--- src/hdl/chip_pkg.sv ---
// Bus and RAM definitions shared by every block of the core
// Addresses are word addresses; the RAM decodes only the low RAM_AW bits
`default_nettype none

package chip_pkg;

  // Bus widths
  localparam int ADDR_W = 16;
  localparam int DATA_W = 32;

  // Main RAM geometry
  localparam int RAM_WORDS = 1024;
  localparam int RAM_AW    = 10;

  typedef logic [ADDR_W-1:0] addr_t;
  typedef logic [DATA_W-1:0] data_t;
  typedef logic [RAM_AW-1:0] ram_idx_t;

  // One memory access, as issued by a port or by the arbiter
  typedef struct packed {
    logic  we;
    addr_t addr;
    data_t wdata;
  } mem_req_t;

endpackage

`default_nettype wire

--- src/hdl/ram_arbiter.sv ---
// Two-way round-robin arbiter in front of the main RAM
// Grants are combinational; a requester must hold valid and its request until granted
// After reset the host counts as last winner, so the loader wins the first tie
`default_nettype none

module ram_arbiter
  import chip_pkg::*;
(
  input  logic     clk_i,
  input  logic     rst_n_i,
  input  mem_req_t host_req_i,
  input  logic     host_valid_i,
  input  mem_req_t ldr_req_i,
  input  logic     ldr_valid_i,
  output logic     host_gnt_o,
  output logic     ldr_gnt_o,
  output mem_req_t ram_req_o,
  output logic     ram_en_o
);

  // High when the host took the most recent transfer
  logic host_last_q;

  // On a tie the requester that did not win last goes first
  always_comb begin
    host_gnt_o = 1'b0;
    ldr_gnt_o  = 1'b0;
    if (host_valid_i && ldr_valid_i) begin
      host_gnt_o = !host_last_q;
      ldr_gnt_o  = host_last_q;
    end else begin
      host_gnt_o = host_valid_i;
      ldr_gnt_o  = ldr_valid_i;
    end
  end

  always_ff @(posedge clk_i or negedge rst_n_i) begin
    if (!rst_n_i) begin
      host_last_q <= 1'b1;
    end else if (host_gnt_o) begin
      host_last_q <= 1'b1;
    end else if (ldr_gnt_o) begin
      host_last_q <= 1'b0;
    end
  end

  // Winner onto the RAM port
  assign ram_req_o = ldr_gnt_o ? ldr_req_i : host_req_i;
  assign ram_en_o  = host_gnt_o | ldr_gnt_o;

endmodule

`default_nettype wire

--- config.mk ---
export PLATFORM = sky130hd
export DESIGN_NAME = ram_arbiter
export DESIGN_NICKNAME = d
export VERILOG_FILES = /design/src/hdl/chip_pkg.sv /design/src/hdl/ram_arbiter.sv
export SDC_FILE = /design/constraint.sdc
export NUM_CORES = 1
export LEC_CHECK = 0
export BUFFER_PORTS_ARGS = -buffer_cell sky130_fd_sc_hd__buf_2
export CORE_MARGIN = 2
export CORE_UTILIZATION = 24
export DETAILED_ROUTE_END_ITERATION = 16
export GPL_ROUTABILITY_DRIVEN = 0
export PLACE_DENSITY = 0.76
export SLEW_MARGIN = 15
export SYNTH_ARGS = -nofsm -noshare
export SYNTH_HDL_FRONTEND = slang
export SYNTH_SLANG_ARGS = --single-unit
--- constraint.sdc ---
create_clock -name clk_i -period 1.51 [get_ports clk_i]
set_clock_uncertainty 0.15 [all_clocks]
set_input_delay 0.151 -clock clk_i [delete_from_list [all_inputs] [get_ports clk_i]]
set_output_delay 0.151 -clock clk_i [all_outputs]
set_load 0.03 [all_outputs]
==> run metrics <==
outcome finished with violations; failing checks negative setup slack; Largest stage delay, worst path 0.51 ns; number of diodes 0; Starting Density 0.255; worst path required time 1.21 ns; global router's overall resource usage 0.173; clock slew seen by the registers of the worst setup and hold paths 0 ns; Area growth, synth to finish 127%; dominant synthesized flop cell dfstp_2; Mapped Cells 62; final setup margin -0.153 ns; post-DP HPWL 3300 um; worst rel slew slack 0.869; drt first-iter violations 15; Critical Path AT 1.36 ns; largest net degree at the start of global routing 22; Die Span Y 64.2 um; fmax 0.601 GHz; initial antenna violation count 0; Post-synth EDFFs 0; Yosys top cell by area mux2_4; Biggest register host_last_q; Pre-Repair DR Iteration Count 4; final wirelength 3850 um; CORE AREA 3420 um^2; register area share after synthesis 0.0302; Largest register FFs 1; Regs by FF count host_last_q: 1 flops; fillcell total 291; most frequent cells after synthesis 49 x mux2_4, 5 x buf_6, 2 x inv_1; Final setup viols 49; Yosys cell types 9; RSZ-0062 raised after global routing yes; Syn Area/Cell 14.0 um^2; DRC Markers 0; routed len/inst 14.7 um; number of global-route vias before repair 1197; final worst path period need 1.66 ns; Finished Layout Cells 261; count leader, synth mux2_4; clock latency on the worst-skew pair 0 ns; crit path capture type output pin; die area 4120 um^2; Crit path buffers/inverters 2; multi-input logic area 779 um^2; largest cells by area after synthesis mux2_4 85%, buf_6 6.5%, dfstp_2 3.0%; vias per inst 4.32; Max VDD drop 0.000263 V; post-synth net total 164; max_cap viols 0; fin crit share 1.10; Hold Slack 0.264 ns; synth warn 0; CP delay by family, top flip-flops; first-pass GRT wire length 5720 um; Routed Antenna Nets 0; GR Overflow Total 0; row count 21; layout cell share with drive strength beyond 1 0.977; CP max FO 21; Synth top area share 0.846; asr flop ratio synth 1.00; Syn Std Cell Area 870 um^2; Slew @ Worst Pin 0.194 ns; placed cells 260; layout net count 319; input/output buffers 153; Pwr Density 546 nW/um^2; CP Class flop to output pin; Pleak 0.00119 uW; HP Class input pin to flop; Final Hold Viols 0; Die X 64.2 um; CP startpoint kind flop; Reg area 26.3 um^2; crit path max-delay cell type dfstp_2; CP Cell Sequence nand2b_4 -> nand2_4 -> buf_12 -> mux2_4 -> buf_6; I/O pins 154; final-report max-slew violation count 0; flops & latches, synth 1; via count 1127
==> final cells by class <==
type	instances	area share
repair buffers	158	0.559
multi-input cells	54	0.395
well taps	46	0.0292
flip-flops and latches	1	0.0133
inverters	2	0.00380
==> cell families after synthesis <==
| group | synth area share |
|---|---|
| flops | 0.0302 |
| simple gates | 0.0360 |
| mux | 0.846 |
| buf+inv | 0.0734 |
| compound gates | 0.0144 |
==> worst paths after layout <==
check	slack [ns]	from	endpoint	cells after the start
setup / recovery	-0.15	host_last_q	ram_req_o[36]	5
hold / removal	0.26	ldr_valid_i	host_last_q	2
setup reg to reg	0.45	host_last_q	host_last_q	3
hold reg to reg	0.47	host_last_q	host_last_q	3
max in group asynchronous	0.70	rst_n_i	host_last_q	2
min in group asynchronous	0.49	rst_n_i	host_last_q	2
==> cells in the final DEF (no fill, tap or decap) <==
master / Yosys / routed
buf_2: 0 / 104
dfstp_2: 1 / 1
nand2_4: 1 / 1
inv_1: 2 / 2
mux2_4: 49 / 49
buf_12: 0 / 2
nand2b_4: 1 / 1
a21boi_0: 1 / 1
dlygate4sd3_1: 0 / 1
buf_4: 0 / 11
buf_6: 5 / 40
o21ai_0: 1 / 1
or2_2: 1 / 1
==> repair_timing <==
action                                  CTS  global route
endpoints found under the hold margin     1             0
gates resized for setup                  89             0
hold buffers                              1             0
endpoints found under the setup margin   49            49
setup buffers                             0             0
==> worst register-to-register path, delay by kind of cell (launching register included) <==
family,cells,cell delay [ns]
AO/OA/AOI/OAI,1,0.18
flip-flops,1,0.51
buffers and inverters,2,0.13
==> routing by layer <==
metal	up-vias	wire (um)	GRT usage
li1	536	-	-
met1	517	1160	0.164
met2	72	2380	0.396
met3	2	285	0.0176
met4	0	19	0.00798
met5	-	0	0
==> metrics by stage <==
stage          cell area, um^2  power (uW)   util  setup TNS, ns  setup WS [ns]
5_1_grt                   1970        1130  0.578          -8.43         -0.188
4_1_cts                   1970        1080  0.578          -7.17         -0.158
3_5_place_dp              1690         918  0.495          -8.53         -0.205
2_1_floorplan              870         644      -        -0.0871       -0.00218
6_report                  1970        1080  0.578          -6.93         -0.153
3_3_place_gp              1690         902  0.495          -7.24         -0.167
==> power by group <==
part / switching (uW) / internal [uW] / total [uW]
clock network: 0 / 0 / 0
logic: 495 / 547 / 1040
registers: 2.52 / 34.2 / 36.7
(Power assumes the default switching activity.)
