[config.mk]
export PLATFORM = sky130hd
export DESIGN_NAME = spi_loader
export DESIGN_NICKNAME = d
export VERILOG_FILES = /design/src/hdl/chip_pkg.sv /design/src/hdl/sw_status_pkg.sv /design/src/hdl/spi_loader.sv
export SDC_FILE = /design/constraint.sdc
export NUM_CORES = 1
export LEC_CHECK = 0
export BUFFER_PORTS_ARGS = -buffer_cell sky130_fd_sc_hd__buf_2
export CORE_ASPECT_RATIO = 1.25
export CORE_UTILIZATION = 50
export CTS_BUF_LIST = sky130_fd_sc_hd__clkbuf_4
export DETAILED_ROUTE_END_ITERATION = 8
export MAX_ROUTING_LAYER = met4
export PLACE_DENSITY_LB_ADDON = 0.25
export SKIP_CTS_REPAIR_TIMING = 1
export SYNTH_ARGS = -nofsm -noshare
export SYNTH_HDL_FRONTEND = slang
export SYNTH_SLANG_ARGS = --single-unit
[constraint.sdc]
create_clock -name clk_i -period 7.9 [get_ports clk_i]
set_input_delay 0.395 -clock clk_i [delete_from_list [all_inputs] [get_ports clk_i]]
set_output_delay 0.395 -clock clk_i [all_outputs]
set_load 0.02 [all_outputs]
[src/hdl/chip_pkg.sv]
// Bus and RAM definitions shared by every block of the core
// Addresses are word addresses; the RAM decodes only the low RAM_AW bits
`default_nettype none

package chip_pkg;

  // Bus widths
  localparam int ADDR_W = 16;
  localparam int DATA_W = 32;

  // Main RAM geometry
  localparam int RAM_WORDS = 1024;
  localparam int RAM_AW    = 10;

  typedef logic [ADDR_W-1:0] addr_t;
  typedef logic [DATA_W-1:0] data_t;
  typedef logic [RAM_AW-1:0] ram_idx_t;

  // One memory access, as issued by a port or by the arbiter
  typedef struct packed {
    logic  we;
    addr_t addr;
    data_t wdata;
  } mem_req_t;

endpackage

`default_nettype wire

[src/hdl/sw_status_pkg.sv]
// Software test status conventions and the SPI loader frame format
// Status and log words sit at the top of the RAM and are matched on the full address
`default_nettype none

package sw_status_pkg;
  import chip_pkg::*;

  // Magic word addresses written by the test software
  localparam addr_t STATUS_ADDR = 16'h03FE;
  localparam addr_t LOG_ADDR    = 16'h03FF;

  // Status codes
  localparam data_t STATUS_PASS = 32'h0000_900D;
  localparam data_t STATUS_FAIL = 32'h0000_BAAD;

  // Loader frame is address followed by data, MSB first
  localparam int SPI_FRAME_BITS = 48;
  localparam int SPI_CNT_W      = $clog2(SPI_FRAME_BITS + 1);

  typedef logic [SPI_FRAME_BITS-1:0] spi_frame_t;
  typedef logic [SPI_CNT_W-1:0]      spi_cnt_t;

  typedef enum logic [1:0] {
    ST_RUNNING = 2'd0,
    ST_PASSED  = 2'd1,
    ST_FAILED  = 2'd2
  } test_status_e;

endpackage

`default_nettype wire

[src/hdl/spi_loader.sv]
// Write-only SPI device, mode 0, MSB first, no MISO
// Pins are oversampled by clk_i, so SCK must stay below clk_i / 8
// A 48-bit frame is {addr[15:0], data[31:0]}; any other length is dropped
// A frame that completes while a write is still pending is dropped
`default_nettype none

module spi_loader
  import chip_pkg::*;
  import sw_status_pkg::*;
(
  input  logic     clk_i,
  input  logic     rst_n_i,
  input  logic     spi_sck_i,
  input  logic     spi_csb_i,
  input  logic     spi_mosi_i,
  input  logic     gnt_i,
  output mem_req_t req_o,
  output logic     valid_o
);

  // Two sync stages plus one history stage for edge detection
  logic [2:0] sck_q;
  logic [2:0] csb_q;
  logic [1:0] mosi_q;

  logic sck_rise;
  logic csb_rise;
  logic csb_low;
  logic mosi_s;

  spi_frame_t shift_q;
  spi_cnt_t   cnt_q;
  logic       frame_ok;

  mem_req_t req_q;
  logic     valid_q;

  always_ff @(posedge clk_i or negedge rst_n_i) begin
    if (!rst_n_i) begin
      sck_q  <= '0;
      // CSB idles high, so no false rising edge out of reset
      csb_q  <= '1;
      mosi_q <= '0;
    end else begin
      sck_q  <= {sck_q[1:0], spi_sck_i};
      csb_q  <= {csb_q[1:0], spi_csb_i};
      mosi_q <= {mosi_q[0], spi_mosi_i};
    end
  end

  assign sck_rise = sck_q[1] & ~sck_q[2];
  assign csb_rise = csb_q[1] & ~csb_q[2];
  assign csb_low  = ~csb_q[1];
  assign mosi_s   = mosi_q[1];

  // Shift register holds payload only
  always_ff @(posedge clk_i) begin
    if (csb_low && sck_rise) begin
      shift_q <= {shift_q[SPI_FRAME_BITS-2:0], mosi_s};
    end
  end

  // Bit counter saturates so long frames never wrap back to a valid length
  always_ff @(posedge clk_i or negedge rst_n_i) begin
    if (!rst_n_i) begin
      cnt_q <= '0;
    end else if (!csb_low) begin
      cnt_q <= '0;
    end else if (sck_rise && (cnt_q != '1)) begin
      cnt_q <= cnt_q + 1'b1;
    end
  end

  // Counter is still intact in the cycle of the CSB edge
  assign frame_ok = csb_rise && (cnt_q == spi_cnt_t'(SPI_FRAME_BITS));

  always_ff @(posedge clk_i or negedge rst_n_i) begin
    if (!rst_n_i) begin
      valid_q <= 1'b0;
    end else if (valid_q) begin
      if (gnt_i) begin
        valid_q <= 1'b0;
      end
    end else if (frame_ok) begin
      valid_q <= 1'b1;
    end
  end

  // Request captured only when no write is pending
  always_ff @(posedge clk_i) begin
    if (frame_ok && !valid_q) begin
      req_q.we    <= 1'b1;
      req_q.addr  <= shift_q[SPI_FRAME_BITS-1:DATA_W];
      req_q.wdata <= shift_q[DATA_W-1:0];
    end
  end

  assign req_o   = req_q;
  assign valid_o = valid_q;

endmodule

`default_nettype wire

==> flow_summary.toml, run 1 <==
[run_status]
status = "complete, no violations"

[timing]
setup_tns_ps = 0
post-route-period-util_pct = 27.03
max_clock_freq_mhz = 468.2
worst_pin_slew_ps = 612.5
finClkSkew_ps = 14.76
whs_ps = 53.52
setup_viol = 0
period_needed_ps = 2136
maxSlewViolCount = 0
hold_viol = 0
rsz0062_at_grt = "no"
setup_slack_ps = 5764
slew_headroom_pct = 59.17

[critical_path]
crit_path_cell_trace = "inv_1 > ha_1 > nor4b_1 > nand2_1 > nor3_4 > buf_4"
r2r-start = "cnt_q[0]"
worst-path-buf-inv = 2
critPathLaunchType = "flip-flop"
cp.required_ps = 7980
cp.arrival_ps = 2210
critPathSlowestCell = "buf_4"
cp-startpoint = "cnt_q[0]"
crit_fanout = 49
worstSetupEndpointType = "flip-flop"
critPathTopFamily = "buffers and inverters"
critPathKind = "flip-flop to flip-flop"
cpPeakStageDelay_ps = 530

[yosys]
synthArstFlopShare_pct = 13.51
yosysTopAreaCell = "edfxtp_1"
ys_types = 30
synth_area_sq_um = 3546
yosysSeqAreaShare_pct = 91.99
ys_seq_elements = 111
yosys-top-cells-count = "96 x edfxtp_1, 12 x dfrtp_1, 6 x nor2_1"
synth_area_leaders = "edfxtp_1 81%, dfrtp_1 8.5%, dfstp_2 2.2%"
yosysMostFrequentCell = "edfxtp_1"
ys_warn_count = 0
synth_nets = 160
syn_inst = 152
netlist.area_leader.share_pct = 81.30
synth_edf_count = 96
syn-mean-instance-area_sq_um = 23.33
yosys_most_used_dff = "edfxtp_1"

[detailed_routing]
routed_wl_um = 4887
ant_nets = 0
num_vias = 1573
vias_per_cell = 5.074
first_pass_iters = 4
wl_per_cell_um = 15.76
drc_errors = 0
drtIter0Drc = 114

[clock_network]
clk_latency_ps = 430
path_clk_slew_ps = 150
root_buffer = "clkbuf_4"
cts_tree = "built"
clock_sinks = 111
clockBufferDepth = 2
numCtsBuffers = 9
htree_levels = 3

[grt]
grt_overflow_total = 0
grt_pass1_vias = 1516
grt_usage_pct = 14.94
grt_max_degree = 50
grt_first_pass_wirelength_um = 7590
antenna_found_initial = 0

[hold_path]
hp-class = "input pin to flip-flop"
hp-start = "spi_mosi_i"

[power_and_ir_drop]
vdd_ir_drop_max_mv = 0.1114
p_leak_nw = 1.481
pwr_density_cell_nw_per_um2 = 225.9

[floorplan]
dieArea_sq_um = 7435
io_pins = 56
fp.dieH_um = 96.16
fp.coreArea_sq_um = 6689
dieWidth_um = 77.32
fp-row-count = 33
start_util_pct = 53.01

[placement]
dp_hpwl_um = 3076
port_buffers = 54
gp_congestion = 0.7485
preCtsSetupSlack_ps = 5770

[cells_and_area]
nNetsFinal = 226
area_delta_synth_final_pct = 15.31
layout-drive-gt1-share_pct = 35.43
fillers = 504
antenna_cells = 0

[flow_run]
maxCapViolations = 0
-- worst paths after layout --
check	depth (start not counted)	to	slack, ps
worst max-delay path	6	req_o[0]	5760
worst min-delay path	1	mosi_q[0]	50
worst max register to register	6	req_o[0]	5760
worst min register to register	0	csb_q[1]	370
max in group asynchronous	2	csb_q[2]	7240
min in group asynchronous	2	cnt_q[5]	360
-- kinds of logic after synthesis --
kind of cell / after synthesis / share of synthesized area (%)
fa+ha+maj: 2 / 0.7056
buf+inv: 7 / 0.9524
simple gates: 22 / 3.952
flops: 111 / 91.99
compound gates: 5 / 1.200
mux: 2 / 0.5998
other cells: 1 / 0.1058
xor+xnor: 2 / 0.4941
-- worst register-to-register path, stage by stage, from the launching register on --
cell and delay [ps]:
dfrtp_1 470, inv_1 90, ha_1 150, nor4b_1 260
nand2_1 150, nor3_4 120, buf_4 530
-- layer usage --
metal / track usage, % / share of wire, % / vias to the layer above
met1: 16.89 / 41 / 794
li1: - / - / 709
met3: 4.739 / 5.1 / 15
met2: 23.38 / 51 / 55
met5: - / 0 / -
met4: 9.277 / 3.1 / 0
-- final cells by class --
class	count	area (sq um)	share of cell area (%)
clock inverters	6	58.81	1.438
clock buffers	10	75.07	1.836
well taps	87	108.9	2.662
inverters	4	15.01	0.3672
flip-flops and latches	111	3262	79.77
repair buffers	58	305.3	7.466
multi-input cells	34	264.0	6.457
-- stage by stage --
step	std cells	instance area [sq um]	power, W	util [%]
detailed placement	292	3935	0.0006736	58.83
global placement	292	3935	0.0006718	58.83
floorplan	152	3546	0.0006667	-
finish	310	4089	0.0009239	61.13
CTS	308	4069	0.0009339	60.83
global route	310	4089	0.0009564	61.13
-- cell usage in the layout (no fill, tap or decap), types with 2 or more instances in the layout --
| cell type | n |
|---|---|
| edfxtp_1 | 96 |
| buf_2 | 54 |
| dfrtp_1 | 12 |
| clkbuf_4 | 10 |
| nor2_1 | 5 |
| inv_1 | 4 |
| nand3_1 | 3 |
| dfstp_2 | 3 |
| nand2_1 | 2 |
| nand4_2 | 2 |
| ha_1 | 2 |
| clkinv_1 | 2 |
| dlygate4sd3_1 | 2 |
| buf_4 | 2 |
-- flip-flops by register name, indices dropped and copies added (netlist names) --
register  cells
sck_q         3
mosi_q        2
cnt_q         6
valid_o       1
req_o        48
shift_q      48
csb_q         3
-- report_power, final --
part	internal, W	switching [W]
clock network	0.0000990	0.000164
logic	0.00000446	0.00000797
registers	0.000643	0.00000582
Power figures use the tool's default switching activity.
==> run 2, diff against run 1 <==
ABC_AREA = 1   (was unset)
clock period = 2.2 ns   (was 7.9 ns; I/O delays follow)
==> run 2 against run 1 <==
Highest routed layer unchanged. Routed wire length is 4.7% lower. Clock-buffer cell count is 1 lower. Sequential power grew to 3.6 times the previous value. Clock power grew to 3.7 times the previous value. Via count is 1.4% higher. Cell area is 2.0% higher. Synthesized cell count is 9.9% higher. Non-clock buffer count is 4 higher. Critical path depth is 1 lower. Core utilization is 0.99 points lower. Critical path type unchanged. Sequential cell count stayed put. Power grew to 3.6 times the previous value.
==> flow_summary.toml, run 2 <==
[run_status]
status = "complete, no violations"

[yosys]
synth_area_leaders = "edfxtp_1 81%, dfrtp_1 8.4%, dfstp_2 2.2%"
ys_warn_count = 0
syn_inst = 167
ys_seq_elements = 111
synthArstFlopShare_pct = 13.51
ys_types = 18
synth_edf_count = 96
yosysMostFrequentCell = "edfxtp_1"
synth_nets = 175
yosysSeqAreaShare_pct = 91.57
yosysTopAreaCell = "edfxtp_1"
syn-mean-instance-area_sq_um = 21.33
yosys_most_used_dff = "edfxtp_1"
synth_area_sq_um = 3562
netlist.area_leader.share_pct = 80.93
yosys-top-cells-count = "96 x edfxtp_1, 19 x nand2_1, 12 x dfrtp_1"

[critical_path]
r2r-start = "csb_q[1]"
r2r_slack_ps = 520
cp.required_ps = 2320
rr_worst_depth = 5
critPathKind = "flip-flop to flip-flop"
crit_fanout = 48
rr_endpoint = "req_o[1]"
critPathTopFamily = "flip-flops"
cp.arrival_ps = 1800
worst-path-buf-inv = 2
cpPeakStageDelay_ps = 640
critPathSlowestCell = "dfstp_2"
worstSetupEndpointType = "flip-flop"
crit_path_cell_trace = "inv_2 > nor2_1 > nand3_1 > nor2_4 > buf_12"
critPathLaunchType = "flip-flop"

[grt]
grt_overflow_total = 0
grt_max_degree = 49
grt_pass1_vias = 1313
antenna_found_initial = 0
grt_usage_pct = 13.23
grt_first_pass_wirelength_um = 6748

[cells_and_area]
area_delta_synth_final_pct = 17.07
seq_area_sq_um = 3262
fillers = 513
final_cell_mix = "96 x edfxtp_1, 54 x buf_2, 19 x nand2_1, 12 x dfrtp_1, 9 x clkbuf_4"
antenna_cells = 0
multi_input_area_sq_um = 270.3
layout-drive-gt1-share_pct = 34.98
final_common_cell = "edfxtp_1"
nNetsFinal = 246

[power_and_ir_drop]
vdd_ir_drop_max_mv = 0.4406
pwr_density_cell_nw_per_um2 = 801.5
power_w = 0.003342
p_leak_nw = 1.527

[floorplan]
fp.dieH_um = 96.37
io_pins = 56
dieWidth_um = 77.50
dieArea_sq_um = 7468
start_util_pct = 51.37
fp-row-count = 34
fp.coreArea_sq_um = 6934

[timing]
finClkSkew_ps = 18.55
setup_viol = 0
maxSlewViolCount = 0
post-route-period-util_pct = 76.29
rsz0062_at_grt = "no"
hold_viol = 0
period_needed_ps = 1678
max_clock_freq_mhz = 595.8
setup_tns_ps = 0

[clock_network]
clock_sinks = 111
path_clk_slew_ps = 150
clockBufferDepth = 2
cts_tree = "built"
clk_latency_ps = 430
numCtsBuffers = 9
htree_levels = 3
root_buffer = "clkbuf_4"

[flow_run]
maxCapViolations = 0

[placement]
port_buffers = 54
dp_hpwl_um = 2963
gp_congestion = 0.8726

[detailed_routing]
drc_errors = 0
wl_per_cell_um = 13.99
routed_wl_um = 4658
first_pass_iters = 4
num_vias = 1595
vias_per_cell = 4.790
drtIter0Drc = 127
ant_nets = 0

[hold_path]
hp-class = "input pin to asynchronous set/reset pin"
-- run 2: cell types whose count changed after synthesis, sizes merged, moves of 2 or more --
| cell | before | now |
|---|---|---|
| nor3 | 2 | 0 |
| nand4 | 2 | 5 |
| inv | 4 | 8 |
| nand2 | 2 | 20 |
| nand3 | 3 | 7 |
| nor2 | 6 | 8 |
-- run 2: through the flow --
stage	area [sq um]	setup WS [ps]	std cells	hold WS (ps)	util (%)
floorplan	3572	71.22	167	-185.6	-
CTS	4120	526.9	328	-470.0	59.42
global placement	3980	583.0	312	26.33	57.40
detailed placement	3980	554.5	312	26.97	57.40
finish	4170	521.6	333	101.6	60.14
global route	4170	438.8	333	91.33	60.14
-- run 2: layout make-up --
type	instances	share of cell area [%]
Multi-Input combinational cell	46	6.481
Inverter	8	0.7201
Tap cell	90	2.700
Sequential cell	111	78.22
Clock buffer	9	1.620
Clock inverter	7	1.740
Timing Repair Buffer	62	8.521
-- run 2: report_power, final --
| part | total, W | switching (W) | internal (W) |
|---|---|---|---|
| clock network | 0.000964 | 0.000612 | 0.000352 |
| logic | 0.0000533 | 0.0000352 | 0.0000181 |
| registers | 0.00233 | 0.0000176 | 0.00231 |
| total | 0.00334 | 0.000665 | 0.00268 |
-- run 2: cells by family (layout without fill, tap and decap cells) --
family	after synthesis	after routing	synth area share [%]
compound gates	2	2	0.3866
fa+ha+maj	2	2	0.7024
buf+inv	10	86	1.264
flops	111	111	91.57
other cells	1	1	0.1053
simple gates	41	41	5.971
-- run 2: worst max-delay path by stage --
stage | slack [ps] | cells past startpoint | start | endpoint
floorplan | 70 | 3 | sck_q[2] | shift_q[0]
global placement | 580 | 5 | csb_q[1] | req_o[18]
detailed placement | 550 | 5 | csb_q[1] | req_o[17]
CTS | 530 | 5 | csb_q[1] | req_o[4]
global route | 440 | 5 | csb_q[1] | req_o[1]
finish | 520 | 5 | csb_q[1] | req_o[1]
-- run 2: worst register-to-register path: cells and delay by family (launching register included) --
| family | cells | cell delay, ps |
|---|---|---|
| and+or+nand+nor | 3 | 350 |
| DFF | 1 | 640 |
| buffers and inverters | 2 | 350 |
-- run 2: routing by layer --
metal / global-route usage [%] / vias up / wire length, um
li1: - / 758 / -
met1: 17.81 / 787 / 2166
met2: 18.07 / 43 / 2246
met3: 4.225 / 7 / 161
met4: 7.075 / 0 / 82
met5: - / - / 0
==> run 3, diff against run 2 <==
clock period = 1.7 ns   (was 2.2 ns; I/O delays follow)
==> run 3 against run 2 <==
Sequential cell count is the same. Via count is 0.44% lower. Critical path depth is the same. Cell count fell by 0.30%. Clock skew down 3.7 ps. Global-route usage increased by 0.055 points. Critical endpoint is now req_o[10]. Highest routed layer unchanged.
==> flow_summary.toml, run 3 (synthesized netlist as in run 2, its figures left out) <==
[run_status]
status = "complete, no violations"

[power_and_ir_drop]
switching_share_pct = 20.38
pwr-share-clk_pct = 26.1
pwr_density_cell_nw_per_um2 = 1002
seq_power_share_pct = 72.2
power.internal_w = 0.003317
p_leak_nw = 1.516
power_w = 0.004165
comb_power_share_pct = 1.8
vdd_ir_drop_max_mv = 0.5487
p_sw_w = 0.0008488

[cells_and_area]
fillers = 499
stdcell_count = 332
multi_input_area_sq_um = 270.3
final_common_cell = "edfxtp_1"
antenna_cells = 0
layout-drive-gt1-share_pct = 34.71
nNetsFinal = 246
final_cell_mix = "96 x edfxtp_1, 54 x buf_2, 19 x nand2_1, 12 x dfrtp_1, 9 x clkbuf_4"
seq_area_sq_um = 3262
area_delta_synth_final_pct = 16.68

[clock_network]
clockBufferDepth = 2
htree_levels = 3
numCtsBuffers = 9
clk_latency_ps = 430
cts_tree = "built"
path_clk_slew_ps = 150
clock_sinks = 111
root_buffer = "clkbuf_4"

[grt]
grt_overflow_total = 0
grt_usage_pct = 13.28
antenna_found_initial = 0
grt_max_degree = 49
grt_pass1_vias = 1375
grt_first_pass_wirelength_um = 6789

[detailed_routing]
first_pass_iters = 4
wl_per_cell_um = 13.56
drc_errors = 0
ant_nets = 0
routed_wl_um = 4501
num_vias = 1588
vias_per_cell = 4.783
drtIter0Drc = 94

[critical_path]
cp.arrival_ps = 1700
critPathLaunchType = "flip-flop"
critPathKind = "flip-flop to flip-flop"
rr_worst_depth = 5
rr_endpoint = "req_o[10]"
cp.required_ps = 1820
worstSetupEndpointType = "flip-flop"
r2r-start = "csb_q[1]"
r2r_slack_ps = 130
crit_fanout = 48

[timing]
hold_viol = 0
maxSlewViolCount = 0
rsz0062_at_grt = "no"
period_needed_ps = 1575
post-route-period-util_pct = 92.62
max_clock_freq_mhz = 635.1
finClkSkew_ps = 14.83
setup_viol = 0
whs_ps = 50.14

[floorplan]
fp.dieH_um = 96.37
start_util_pct = 51.37
dieArea_sq_um = 7468
fp.coreArea_sq_um = 6934
io_pins = 56
fp-row-count = 34
dieWidth_um = 77.50

[placement]
port_buffers = 54
placedCellCount = 312
gp_congestion = 0.9498
dp_hpwl_um = 2821

[hold_path]
hp-class = "input pin to asynchronous set/reset pin"

[flow_run]
maxCapViolations = 0
==> run 3: critical path: stages (launching register included) <==
cell	delay, ps
dfstp_2	570
inv_2	70
nor2_1	80
nand3_1	130
nor2_4	130
buf_12	240
==> run 3: worst max path at each step <==
stage	from	endpoint	slack, ps	cells past startpoint
after floorplan	csb_q[1]	req_o[0]	-310	4
after global placement	csb_q[1]	req_o[5]	180	5
after detailed placement	cnt_q[0]	req_o[18]	140	5
after CTS	cnt_q[0]	req_o[22]	120	5
after global routing	csb_q[1]	req_o[10]	30	5
final	csb_q[1]	req_o[10]	130	5
==> run 3: layout make-up <==
cell class              count  share of cell area (%)
repair buffers             62                   8.850
inverters                   8                  0.7225
flip-flops and latches    111                   78.48
clock buffers               9                   1.626
well taps                  90                   2.709
multi-input cells          46                   6.502
clock inverters             6                   1.114
==> run 3: power groups by stage <==
stage          clock (W)  sequential [W]  combinational [W]
4_1_cts          0.00113         0.00301          0.0000666
3_3_place_gp           0         0.00306          0.0000651
6_report         0.00109         0.00301          0.0000736
3_5_place_dp           0         0.00307          0.0000671
5_1_grt          0.00122         0.00301          0.0000828
2_1_floorplan          0         0.00306          0.0000388
==> run 3: layer usage <==
metal,up-vias,routed length [um],track usage [%]
met4,0,74,7.075
met5,-,0,-
met3,6,195,4.977
met2,39,2233,19.84
met1,782,1998,15.87
li1,761,-,-
==> run 3: stage by stage <==
step | util (%) | setup slack, ps | TNS, ps | cell area (sq um)
after floorplan | - | -307.7 | -14770 | 3577
after global placement | 57.58 | 177.7 | 0 | 3993
after detailed placement | 57.58 | 141.4 | 0 | 3993
after CTS | 59.22 | 120.2 | 0 | 4106
after global routing | 59.94 | 34.99 | 0 | 4156
final | 59.94 | 125.5 | 0 | 4156
