===== config.mk =====
export PLATFORM = sky130hd
export DESIGN_NAME = sw_status_monitor
export DESIGN_NICKNAME = d
export VERILOG_FILES = /design/src/hdl/chip_pkg.sv /design/src/hdl/sw_status_pkg.sv /design/src/hdl/sw_status_monitor.sv
export SDC_FILE = /design/constraint.sdc
export NUM_CORES = 1
export LEC_CHECK = 0
export ABC_AREA = 1
export BUFFER_PORTS_ARGS = -buffer_cell sky130_fd_sc_hd__buf_2
export CELL_PAD_IN_SITES_DETAIL_PLACEMENT = 2
export CELL_PAD_IN_SITES_GLOBAL_PLACEMENT = 2
export CORE_MARGIN = 8
export CORE_UTILIZATION = 26
export CTS_BUF_LIST = sky130_fd_sc_hd__clkbuf_4 sky130_fd_sc_hd__clkbuf_8
export CTS_CLUSTER_SIZE = 25
export DETAILED_ROUTE_END_ITERATION = 7
export PLACE_DENSITY = 0.92
export SETUP_SLACK_MARGIN = 0.15
export SLEW_MARGIN = 20
export SYNTH_ARGS = -nofsm -noshare
export SYNTH_HDL_FRONTEND = slang
export SYNTH_SLANG_ARGS = --single-unit

===== constraint.sdc =====
create_clock -name clk_i -period 1.2 [get_ports clk_i]
set_input_delay 0.24 -clock clk_i [delete_from_list [all_inputs] [get_ports clk_i]]
set_output_delay 0.24 -clock clk_i [all_outputs]
set_load 0.02 [all_outputs]

===== src/hdl/chip_pkg.sv =====
// Bus and RAM definitions shared by every block of the core
// Addresses are word addresses; the RAM decodes only the low RAM_AW bits
`default_nettype none

package chip_pkg;

  // Bus widths
  localparam int ADDR_W = 16;
  localparam int DATA_W = 32;

  // Main RAM geometry
  localparam int RAM_WORDS = 1024;
  localparam int RAM_AW    = 10;

  typedef logic [ADDR_W-1:0] addr_t;
  typedef logic [DATA_W-1:0] data_t;
  typedef logic [RAM_AW-1:0] ram_idx_t;

  // One memory access, as issued by a port or by the arbiter
  typedef struct packed {
    logic  we;
    addr_t addr;
    data_t wdata;
  } mem_req_t;

endpackage

`default_nettype wire


===== src/hdl/sw_status_pkg.sv =====
// Software test status conventions and the SPI loader frame format
// Status and log words sit at the top of the RAM and are matched on the full address
`default_nettype none

package sw_status_pkg;
  import chip_pkg::*;

  // Magic word addresses written by the test software
  localparam addr_t STATUS_ADDR = 16'h03FE;
  localparam addr_t LOG_ADDR    = 16'h03FF;

  // Status codes
  localparam data_t STATUS_PASS = 32'h0000_900D;
  localparam data_t STATUS_FAIL = 32'h0000_BAAD;

  // Loader frame is address followed by data, MSB first
  localparam int SPI_FRAME_BITS = 48;
  localparam int SPI_CNT_W      = $clog2(SPI_FRAME_BITS + 1);

  typedef logic [SPI_FRAME_BITS-1:0] spi_frame_t;
  typedef logic [SPI_CNT_W-1:0]      spi_cnt_t;

  typedef enum logic [1:0] {
    ST_RUNNING = 2'd0,
    ST_PASSED  = 2'd1,
    ST_FAILED  = 2'd2
  } test_status_e;

endpackage

`default_nettype wire


===== src/hdl/sw_status_monitor.sv =====
// Watches granted RAM writes for the software status and log words
// Addresses are compared in full, so aliases of the magic words are ignored
// Outputs follow the write by one cycle
`default_nettype none

module sw_status_monitor
  import chip_pkg::*;
  import sw_status_pkg::*;
(
  input  logic         clk_i,
  input  logic         rst_n_i,
  input  logic         ram_en_i,
  input  mem_req_t     ram_req_i,
  output logic         log_valid_o,
  output data_t        log_data_o,
  output test_status_e test_status_o,
  output logic         test_done_o
);

  logic         wr_en;
  logic         log_hit;
  logic         status_hit;
  logic         log_valid_q;
  data_t        log_data_q;
  test_status_e status_q;
  test_status_e status_d;

  assign wr_en      = ram_en_i && ram_req_i.we;
  assign log_hit    = wr_en && (ram_req_i.addr == LOG_ADDR);
  assign status_hit = wr_en && (ram_req_i.addr == STATUS_ADDR);

  // Any unknown code puts the test back to running
  always_comb begin
    status_d = status_q;
    if (status_hit) begin
      case (ram_req_i.wdata)
        STATUS_PASS: status_d = ST_PASSED;
        STATUS_FAIL: status_d = ST_FAILED;
        default:     status_d = ST_RUNNING;
      endcase
    end
  end

  always_ff @(posedge clk_i or negedge rst_n_i) begin
    if (!rst_n_i) begin
      log_valid_q <= 1'b0;
      status_q    <= ST_RUNNING;
    end else begin
      log_valid_q <= log_hit;
      status_q    <= status_d;
    end
  end

  always_ff @(posedge clk_i) begin
    if (log_hit) begin
      log_data_q <= ram_req_i.wdata;
    end
  end

  assign log_valid_o   = log_valid_q;
  assign log_data_o    = log_data_q;
  assign test_status_o = status_q;
  assign test_done_o   = (status_q != ST_RUNNING);

endmodule

`default_nettype wire


==> flow_metrics.env, run 1 <==
export IMPL_outcome="finished, violations left"
export IMPL_violations="setup timing"
export IMPL_ctsHtreeMaxLevel=2
export IMPL_r2r_setup_slack_ns=0.45
export IMPL_cts_tree="yes"
export IMPL_die_area_sq_um=7870
export IMPL_wire_per_inst_um=19.1
export IMPL_ys_ff_latch=35
export IMPL_diodes=0
export IMPL_final_nets=278
export IMPL_firstDrtPassIters=4
export IMPL_vias=1262
export IMPL_maxSlewViolCount=0
export IMPL_rows=26
export IMPL_cp_data_required_time_ns=0.96
export IMPL_cts_sinks=35
export IMPL_fin_skew_ns=0
export IMPL_criticalPathCategory="flop to primary output"
export IMPL_critPathMaxFanout=2
export IMPL_power_density_nw_per_um2=939
export IMPL_power_leakage_nw=1.09
export IMPL_seq_area_frac_synth=0.753
export IMPL_core_area_sq_um=5110
export IMPL_postRouteWirelength_mm=5.66
export IMPL_die_w_um=88.7
export IMPL_first_global_vias=1482
export IMPL_max_slew_margin=0.892
export IMPL_maxCapViolations=0
export IMPL_grt_antenna_before_repair=0
export IMPL_layout_setup_ws_ns=-0.0969
export IMPL_clk_latency_ns=0.27
export IMPL_netlist_instances=120
export IMPL_timing_final_crit_share=1.08
export IMPL_yosysWarnings=0
export IMPL_place_area_sq_um=1960
export IMPL_holdWs_ns=0.145
export IMPL_fmax_mhz=771
export IMPL_grt_usage=0.129
export IMPL_ant_nets=0
export IMPL_setup_viol=26
export IMPL_start_util=0.269
export IMPL_drc=0
export IMPL_cts_root_buffer="clkbuf_8"
export IMPL_period_minus_slack_ns=1.30
export IMPL_drive_above_1_share=0.509
export IMPL_synth_cell_types=11
export IMPL_cts_buffers=5
export IMPL_syn_mean_instance_area_sq_um=11.5
export IMPL_hpwlAfterDp_mm=3.86
export IMPL_end_kind="primary output"
export IMPL_tns_ns=-1.11
export IMPL_die_height_um=88.7
export IMPL_grt_overflow=0
export IMPL_grt_first_pass_wirelength_mm=7.55
export IMPL_crit_arrival_ns=1.06
export IMPL_drt_iter0_drc=33
export IMPL_synth_nets=172
export IMPL_grt_setup_unrepaired="yes"
export IMPL_via_per_inst=4.26
export IMPL_io_buffers=87
export IMPL_area_growth_pct=79.0
export IMPL_clk_pin_slew_worst_paths_ns=0.08
export IMPL_stdcell_area_sq_um=2460
export IMPL_io_pins=88
export IMPL_worst_slew_pin_slew_ns=0.161
export IMPL_grt_max_degree=15
export IMPL_gp_congestion=0.718
export IMPL_hp_class="primary input to flop"
export IMPL_irDropWorstVdd_v=0.000455
export IMPL_cts_max_path_buffers=2
export IMPL_startpoint_type="flop"
export IMPL_netlist_area_sq_um=1380
export IMPL_finalHoldViolCount=0
==> layout by cell type (no fill, tap or decap), types with 2 or more instances in the layout <==
master / count
clkbuf_8: 5
buf_6: 42
nor2_1: 28
buf_2: 47
clkinv_1: 2
buf_4: 3
dfrtp_1: 3
edfxtp_1: 32
nand2_1: 29
inv_1: 14
nand2_2: 2
nor2_4: 5
buf_16: 2
buf_12: 3
==> final timing paths <==
| check | end | depth (start not counted) | startpoint |
|---|---|---|---|
| setup / recovery | test_done_o | 2 | test_status_o[1] |
| hold / removal | log_data_o[30] | 1 | ram_req_i[30] |
| setup reg to reg | test_status_o[1] | 3 | test_status_o[1] |
| hold reg to reg | test_status_o[0] | 2 | test_status_o[0] |
| max in group asynchronous | test_status_o[0] | 2 | rst_n_i |
| min in group asynchronous | test_status_o[1] | 2 | rst_n_i |
==> flip-flops by register name (all words and copies together), names as in the netlist <==
signal and cells:
test_status_o 2, log_valid_o 1, log_data_o 32
==> synth_stat cells <==
library cell	number	area, sq um
nor2_2	3	18.8
nand3_2	1	10.0
edfxtp_1	32	961
nand2_1	31	116
or2_2	1	6.26
nor2_1	31	116
inv_1	15	56.3
clkinv_1	1	3.75
nand4_1	1	6.26
dfrtp_1	3	75.1
nand3_1	1	5.00
==> per-layer routing <==
layer  vias up  wire (um)  track usage
li1        595          -            -
met1       615       1840        0.118
met2        50       3350        0.254
met3         2        434       0.0409
met4         0         40       0.0476
met5         -          0            0
==> metrics by stage <==
stage | setup WS (ns) | util | power (mW) | cells
final | -0.0969 | 0.482 | 2.31 | 296
after global routing | -0.146 | 0.482 | 2.41 | 296
after CTS | -0.0931 | 0.457 | 2.31 | 295
after detailed placement | -0.274 | 0.384 | 1.52 | 281
after global placement | -0.213 | 0.384 | 1.51 | 281
after floorplan | -0.345 | - | 1.40 | 120
==> layout make-up <==
| type | instances | area (sq um) |
|---|---|---|
| clock buffers | 5 | 68.8 |
| clock inverters | 2 | 8.76 |
| fillers | 554 | 2650 |
| inverters | 16 | 60.1 |
| multi-input cells | 69 | 319 |
| flip-flops and latches | 35 | 1040 |
| well taps | 70 | 87.6 |
| repair buffers | 99 | 881 |
==> power by group <==
group / internal, mW / switching [mW] / total (mW) / leakage, nW
registers: 1.33 / 0.00000468 / 1.33 / 0.329
clock network: 0.386 / 0.408 / 0.795 / 0.0414
logic: 0.0937 / 0.0925 / 0.186 / 0.718
total: 1.81 / 0.501 / 2.31 / 1.09
==> cells by family (layout without fill, tap and decap cells) <==
family	after synthesis	after routing	synth area share
buffers and inverters	16	122	0.0437
DFF	35	35	0.753
and+or+nand+nor	69	69	0.203
==> critical path, stage by stage (launching register included) <==
cell	delay, ns
dfrtp_1	0.40
or2_4	0.25
buf_6	0.13
==> what timing repair did <==
item	4_1_cts	5_1_grt
endpoints found under the setup margin	56	69
pin swaps	0	4
setup buffers	4	0
resized for setup	54	32
hold buffers	1	0
cloned	2	1
hold endpoints to repair	3	0
Note: power is estimated with default switching activity, not from simulation.
==> run 2: changes to the inputs <==
--- a/config.mk
+++ b/config.mk
@@ -10,11 +10,10 @@
 export CELL_PAD_IN_SITES_DETAIL_PLACEMENT = 2
 export CELL_PAD_IN_SITES_GLOBAL_PLACEMENT = 2
 export CORE_MARGIN = 8
-export CORE_UTILIZATION = 26
-export CTS_BUF_LIST = sky130_fd_sc_hd__clkbuf_4 sky130_fd_sc_hd__clkbuf_8
+export CORE_UTILIZATION = 25
 export CTS_CLUSTER_SIZE = 25
 export DETAILED_ROUTE_END_ITERATION = 7
-export PLACE_DENSITY = 0.92
+export PLACE_DENSITY = 0.9
 export SETUP_SLACK_MARGIN = 0.15
 export SLEW_MARGIN = 20
 export SYNTH_ARGS = -nofsm -noshare
==> run 2 against run 1 <==
Compared with the run above:
- the run still ends with setup timing left
- clock skew is the same
- die area up 3.3%
- sequential share of layout area down 1.8 points
- clock power is 36% higher
- sequential power about the same
- final cell count rose by 3.0%
- register-to-register slack worse by 0.13 ns
- critical path depth stayed put
- utilization shrank 0.62 points
- global-route usage is 2.5 points higher
- combinational power rose by 4%
- hold slack got worse by 0.0098 ns
- critical path type unchanged
==> flow_metrics.env, run 2 (same netlist as run 1, synthesis figures left out) <==
export IMPL_grt_max_degree=13
export IMPL_gp_congestion=0.702
export IMPL_p_seq_frac=0.510
export IMPL_largest_reg_flops=32
export IMPL_cts_max_path_buffers=2
export IMPL_io_buffers=87
export IMPL_worstPathCellList="or2_4 -> buf_6"
export IMPL_final_nets=284
export IMPL_drt_iter0_drc=34
export IMPL_regArea_sq_um=1040
export IMPL_hp_class="primary input to flop"
export IMPL_drive_above_1_share=0.524
export IMPL_vias=1292
export IMPL_postRouteWirelength_mm=6.23
export IMPL_ant_nets=0
export IMPL_clk_pin_slew_worst_paths_ns=0.08
export IMPL_diodes=0
export IMPL_via_per_inst=4.24
export IMPL_p_int_mw=2.04
export IMPL_cpPeakStageDelay_ns=0.40
export IMPL_startpoint_type="flop"
export IMPL_stdcell_area_sq_um=2570
export IMPL_criticalPathCategory="flop to primary output"
export IMPL_multi_input_area_sq_um=319
export IMPL_drc=0
export IMPL_crit_arrival_ns=1.07
export IMPL_grt_first_pass_wirelength_mm=9.40
export IMPL_max_slew_margin=0.889
export IMPL_wire_per_inst_um=20.4
export IMPL_most_common_layout_cells="48 x buf_6, 46 x buf_2, 32 x edfxtp_1"
export IMPL_die_area_sq_um=8130
export IMPL_firstDrtPassIters=4
export IMPL_fmax_mhz=763
export IMPL_setup_viol=12
export IMPL_fin_skew_ns=0
export IMPL_power_share_clock=0.416
export IMPL_finalHoldViolCount=0
export IMPL_p_switching_uw=563
export IMPL_core_area_sq_um=5410
export IMPL_violations="setup timing"
export IMPL_rows=27
export IMPL_grt_usage=0.154
export IMPL_die_height_um=90.2
export IMPL_die_w_um=90.2
export IMPL_grt_antenna_before_repair=0
export IMPL_layout_setup_ws_ns=-0.110
export IMPL_cp_data_required_time_ns=0.96
export IMPL_cts_tree="yes"
export IMPL_ctsHtreeMaxLevel=2
export IMPL_area_growth_pct=87.0
export IMPL_worst_slew_pin_slew_ns=0.167
export IMPL_irDropWorstVdd_v=0.000778
export IMPL_timing_final_crit_share=1.09
export IMPL_period_minus_slack_ns=1.31
export IMPL_end_kind="primary output"
export IMPL_power_density_nw_per_um2=1010
export IMPL_start_util=0.254
export IMPL_cts_root_buffer="clkbuf_8"
export IMPL_power_leakage_nw=1.15
export IMPL_grt_setup_unrepaired="yes"
export IMPL_hpwlAfterDp_mm=3.99
export IMPL_combPwrFrac=0.074
export IMPL_clk_latency_ns=0.28
export IMPL_io_pins=88
export IMPL_maxCapViolations=0
export IMPL_place_area_sq_um=1970
export IMPL_cts_buffers=5
export IMPL_final_common_cell="buf_6"
export IMPL_critPathMaxFanout=2
export IMPL_fillCellCount=572
export IMPL_grt_overflow=0
export IMPL_p_sw_frac=0.216
export IMPL_cts_sinks=35
export IMPL_slowest_stage="dfrtp_1"
export IMPL_outcome="finished, violations left"
export IMPL_first_global_vias=1618
export IMPL_total_power_mw=2.61
export IMPL_maxSlewViolCount=0
-- run 2: cell type report --
type,instances,share of cell area
Clock buffer,5,0.0268
Clock inverter,3,0.0170
Inverter,16,0.0234
Multi-Input combinational cell,69,0.124
Sequential cell,35,0.403
Tap cell,72,0.0350
Timing Repair Buffer,105,0.371
-- run 2: path summary, 6_finish.rpt --
| kind | startpoint | end | slack [ns] | cells after the start |
|---|---|---|---|---|
| min in group asynchronous | rst_n_i | log_valid_o | 0.28 | 2 |
| worst min-delay path | ram_req_i[1] | log_data_o[1] | 0.13 | 1 |
| worst min register to register | test_status_o[1] | test_status_o[1] | 0.64 | 3 |
| worst max register to register | test_status_o[0] | test_status_o[0] | 0.32 | 4 |
| max in group asynchronous | rst_n_i | test_status_o[0] | 0.81 | 2 |
| worst max-delay path | test_status_o[0] | test_done_o | -0.11 | 2 |
-- run 2: critical path: cells and delay by family (launching register included) --
kind	cells	cell delay [ns]
buffers and inverters	1	0.13
flip-flops	1	0.40
AND/OR/NAND/NOR	1	0.26
-- run 2: power by group through the flow --
stage,clock network [mW],logic [mW],registers [mW]
2_1_floorplan,0,0.0432,1.36
3_3_place_gp,0,0.151,1.36
3_5_place_dp,0,0.167,1.36
4_1_cts,1.10,0.181,1.33
5_1_grt,1.16,0.212,1.33
6_report,1.08,0.193,1.33
-- run 2: what timing repair did --
action | CTS | global route
gates cloned | 3 | 0
hold buffers | 1 | 0
hold endpoints to repair | 3 | 0
pin swaps | 0 | 3
setup endpoints to repair | 67 | 68
resized for setup | 85 | 7
buffers inserted | 9 | 1
-- run 2: through the flow --
| step | setup WS (ns) | utilization | std cells | hold slack, ns | setup TNS, ns |
|---|---|---|---|---|---|
| after floorplan | -0.345 | - | 120 | -0.0556 | -11.18 |
| after global placement | -0.205 | 0.364 | 283 | 0.0394 | -6.31 |
| after detailed placement | -0.275 | 0.364 | 283 | 0.0406 | -8.53 |
| after CTS | -0.106 | 0.469 | 304 | 0.124 | -0.106 |
| after global routing | -0.143 | 0.476 | 305 | 0.120 | -1.09 |
| final | -0.110 | 0.476 | 305 | 0.135 | -0.269 |
-- run 2: per-layer routing --
| metal | global-route usage | vias to the layer above | share of wire |
|---|---|---|---|
| met5 | 0 | - | 0 |
| met3 | 0.0441 | 10 | 0.037 |
| met1 | 0.131 | 624 | 0.33 |
| li1 | - | 606 | - |
| met4 | 0.0555 | 0 | 0.019 |
| met2 | 0.320 | 52 | 0.61 |
==> run 3: changes to the inputs <==
--- a/config.mk
+++ b/config.mk
@@ -7,13 +7,13 @@
 export LEC_CHECK = 0
 export ABC_AREA = 1
 export BUFFER_PORTS_ARGS = -buffer_cell sky130_fd_sc_hd__buf_2
-export CELL_PAD_IN_SITES_DETAIL_PLACEMENT = 2
-export CELL_PAD_IN_SITES_GLOBAL_PLACEMENT = 2
+export CELL_PAD_IN_SITES_DETAIL_PLACEMENT = 1
+export CELL_PAD_IN_SITES_GLOBAL_PLACEMENT = 1
 export CORE_MARGIN = 8
-export CORE_UTILIZATION = 25
+export CORE_UTILIZATION = 30
 export CTS_CLUSTER_SIZE = 25
 export DETAILED_ROUTE_END_ITERATION = 7
-export PLACE_DENSITY = 0.9
+export PLACE_DENSITY = 0.85
 export SETUP_SLACK_MARGIN = 0.15
 export SLEW_MARGIN = 20
 export SYNTH_ARGS = -nofsm -noshare
==> constraint.sdc (replaced) <==
create_clock -name clk_i -period 1.5 [get_ports clk_i]
set_input_delay 0.3 -clock clk_i [delete_from_list [all_inputs] [get_ports clk_i]]
set_output_delay 0.3 -clock clk_i [all_outputs]
set_load 0.02 [all_outputs]
==> run 3 against run 2 <==
Compared with the run above:
- the run now ends clean
- count of clock-buffer cells in the layout unchanged
- wire length down 32%
- critical path depth unchanged
- non-clock buffer count decreased by 12
- clock skew stayed put
- utilization barely moved
- sequential share of layout area is 9.4 points higher
- combinational power decreased by 34%
- via count fell by 6.6%
- critical path type unchanged
- largest power group unchanged
==> flow_metrics.env, run 3 (same netlist as run 1, synthesis figures left out) <==
export IMPL_maxCapViolations=0
export IMPL_final_cells=273
export IMPL_wire_per_inst_um=15.5
export IMPL_cpPeakStageDelay_ns=0.40
export IMPL_max_slew_margin=0.900
export IMPL_core_area_sq_um=4380
export IMPL_finalHoldViolCount=0
export IMPL_grt_first_pass_wirelength_mm=6.66
export IMPL_cts_max_path_buffers=2
export IMPL_fin_skew_ns=0
export IMPL_final_common_cell="buf_2"
export IMPL_p_int_mw=1.61
export IMPL_critPathMaxFanout=2
export IMPL_ant_nets=0
export IMPL_worstPathCellList="or2_4 -> buf_6"
export IMPL_cts_sinks=35
export IMPL_die_w_um=83.7
export IMPL_diodes=0
export IMPL_io_buffers=87
export IMPL_cts_buffers=5
export IMPL_setup_viol=0
export IMPL_via_per_inst=4.42
export IMPL_die_height_um=83.7
export IMPL_die_area_sq_um=7010
export IMPL_criticalPathCategory="flop to primary output"
export IMPL_tns_ns=0
export IMPL_ctsHtreeMaxLevel=2
export IMPL_irDropWorstVdd_v=0.000323
export IMPL_grt_overflow=0
export IMPL_r2r_start="test_status_o[0]"
export IMPL_largest_reg_flops=32
export IMPL_worst_slew_pin_slew_ns=0.150
export IMPL_power_density_nw_per_um2=960
export IMPL_slowest_stage="dfrtp_1"
export IMPL_end_kind="primary output"
export IMPL_fillCellCount=517
export IMPL_io_pins=88
export IMPL_period_minus_slack_ns=1.37
export IMPL_combPwrFrac=0.064
export IMPL_grt_usage=0.118
export IMPL_final_nets=272
export IMPL_hp_class="primary input to flop"
export IMPL_outcome="finished, final reports clean"
export IMPL_crit_start="test_status_o[0]"
export IMPL_hpwlAfterDp_mm=3.60
export IMPL_first_global_vias=1392
export IMPL_p_switching_uw=387
export IMPL_area_growth_pct=51.6
export IMPL_grt_setup_unrepaired="yes"
export IMPL_post_place_cells=262
export IMPL_vias=1207
export IMPL_cp_data_required_time_ns=1.20
export IMPL_p_seq_frac=0.531
export IMPL_drc=0
export IMPL_clk_pin_slew_worst_paths_ns=0.07
export IMPL_fmax_mhz=730
export IMPL_cts_root_buffer="clkbuf_8"
export IMPL_cts_tree="yes"
export IMPL_crit_arrival_ns=1.07
export IMPL_start_util=0.314
export IMPL_p_sw_frac=0.193
export IMPL_rows=24
export IMPL_most_common_layout_cells="86 x buf_2, 32 x edfxtp_1, 31 x nand2_1"
export IMPL_gp_congestion=0.680
export IMPL_timing_final_crit_share=0.913
export IMPL_firstDrtPassIters=4
export IMPL_startpoint_type="flop"
export IMPL_drive_above_1_share=0.480
export IMPL_postRouteWirelength_mm=4.24
export IMPL_drt_iter0_drc=64
export IMPL_power_leakage_nw=0.971
export IMPL_grt_max_degree=19
export IMPL_grt_antenna_before_repair=0
export IMPL_clk_latency_ns=0.28
export IMPL_hp_start="ram_req_i[15]"
export IMPL_maxSlewViolCount=0
export IMPL_power_share_clock=0.405
## run 3: critical path: cells and delay by family (launching register included)
family	cells	cell delay, ns
flops	1	0.40
buf+inv	1	0.13
simple gates	1	0.26
## run 3: final timing paths
kind / to / slack [ns] / cells after the start
worst max register to register: test_status_o[0] / 0.73 / 3
worst min-delay path: log_data_o[15] / 0.21 / 1
worst max-delay path: test_done_o / 0.13 / 2
max in group asynchronous: test_status_o[0] / 1.05 / 2
min in group asynchronous: test_status_o[1] / 0.34 / 2
worst min register to register: test_status_o[1] / 0.66 / 3
## run 3: area by class of cell
class	instances	area [sq um]	share of cell area
clock buffer	5	68.8	0.0330
clock inverter	3	38.8	0.0186
inverter	16	60.1	0.0288
multi-input combinational	69	302	0.145
sequential	35	1040	0.497
tap	52	65.1	0.0312
timing repair buffer	93	514	0.247
## run 3: timing repair
item / in CTS / in global routing
buffers inserted: 2 / 0
hold buffers: 1 / 0
gates resized for setup: 3 / 0
setup endpoints to repair: 1 / 1
pin swaps: 0 / 1
endpoints found under the hold margin: 3 / 0
## run 3: power by group through the flow
stage,clock [mW],combinational (mW),sequential (mW)
final,0.810,0.128,1.06
after global routing,0.880,0.145,1.06
after CTS,0.835,0.132,1.06
after detailed placement,0,0.129,1.08
after global placement,0,0.121,1.08
after floorplan,0,0.0346,1.09
## run 3: metal layers
layer,wire length (um),vias to the layer above,global-route usage
met5,0,-,0
met4,41,0,0.0283
met3,558,4,0.0732
met2,1930,73,0.190
met1,1720,549,0.128
li1,-,581,-
## run 3: per-stage QoR
| stage | hold WS (ns) | util | cell area, sq um | setup WS, ns | total power, mW |
|---|---|---|---|---|---|
| floorplan | 0.00441 | - | 1400 | -0.105 | 1.12 |
| global placement | 0.0981 | 0.443 | 1940 | 0.0375 | 1.21 |
| detailed placement | 0.0999 | 0.443 | 1940 | 0.00564 | 1.21 |
| CTS | 0.197 | 0.475 | 2080 | 0.113 | 2.03 |
| global route | 0.195 | 0.475 | 2080 | 0.0934 | 2.09 |
| finish | 0.205 | 0.475 | 2080 | 0.131 | 2.00 |
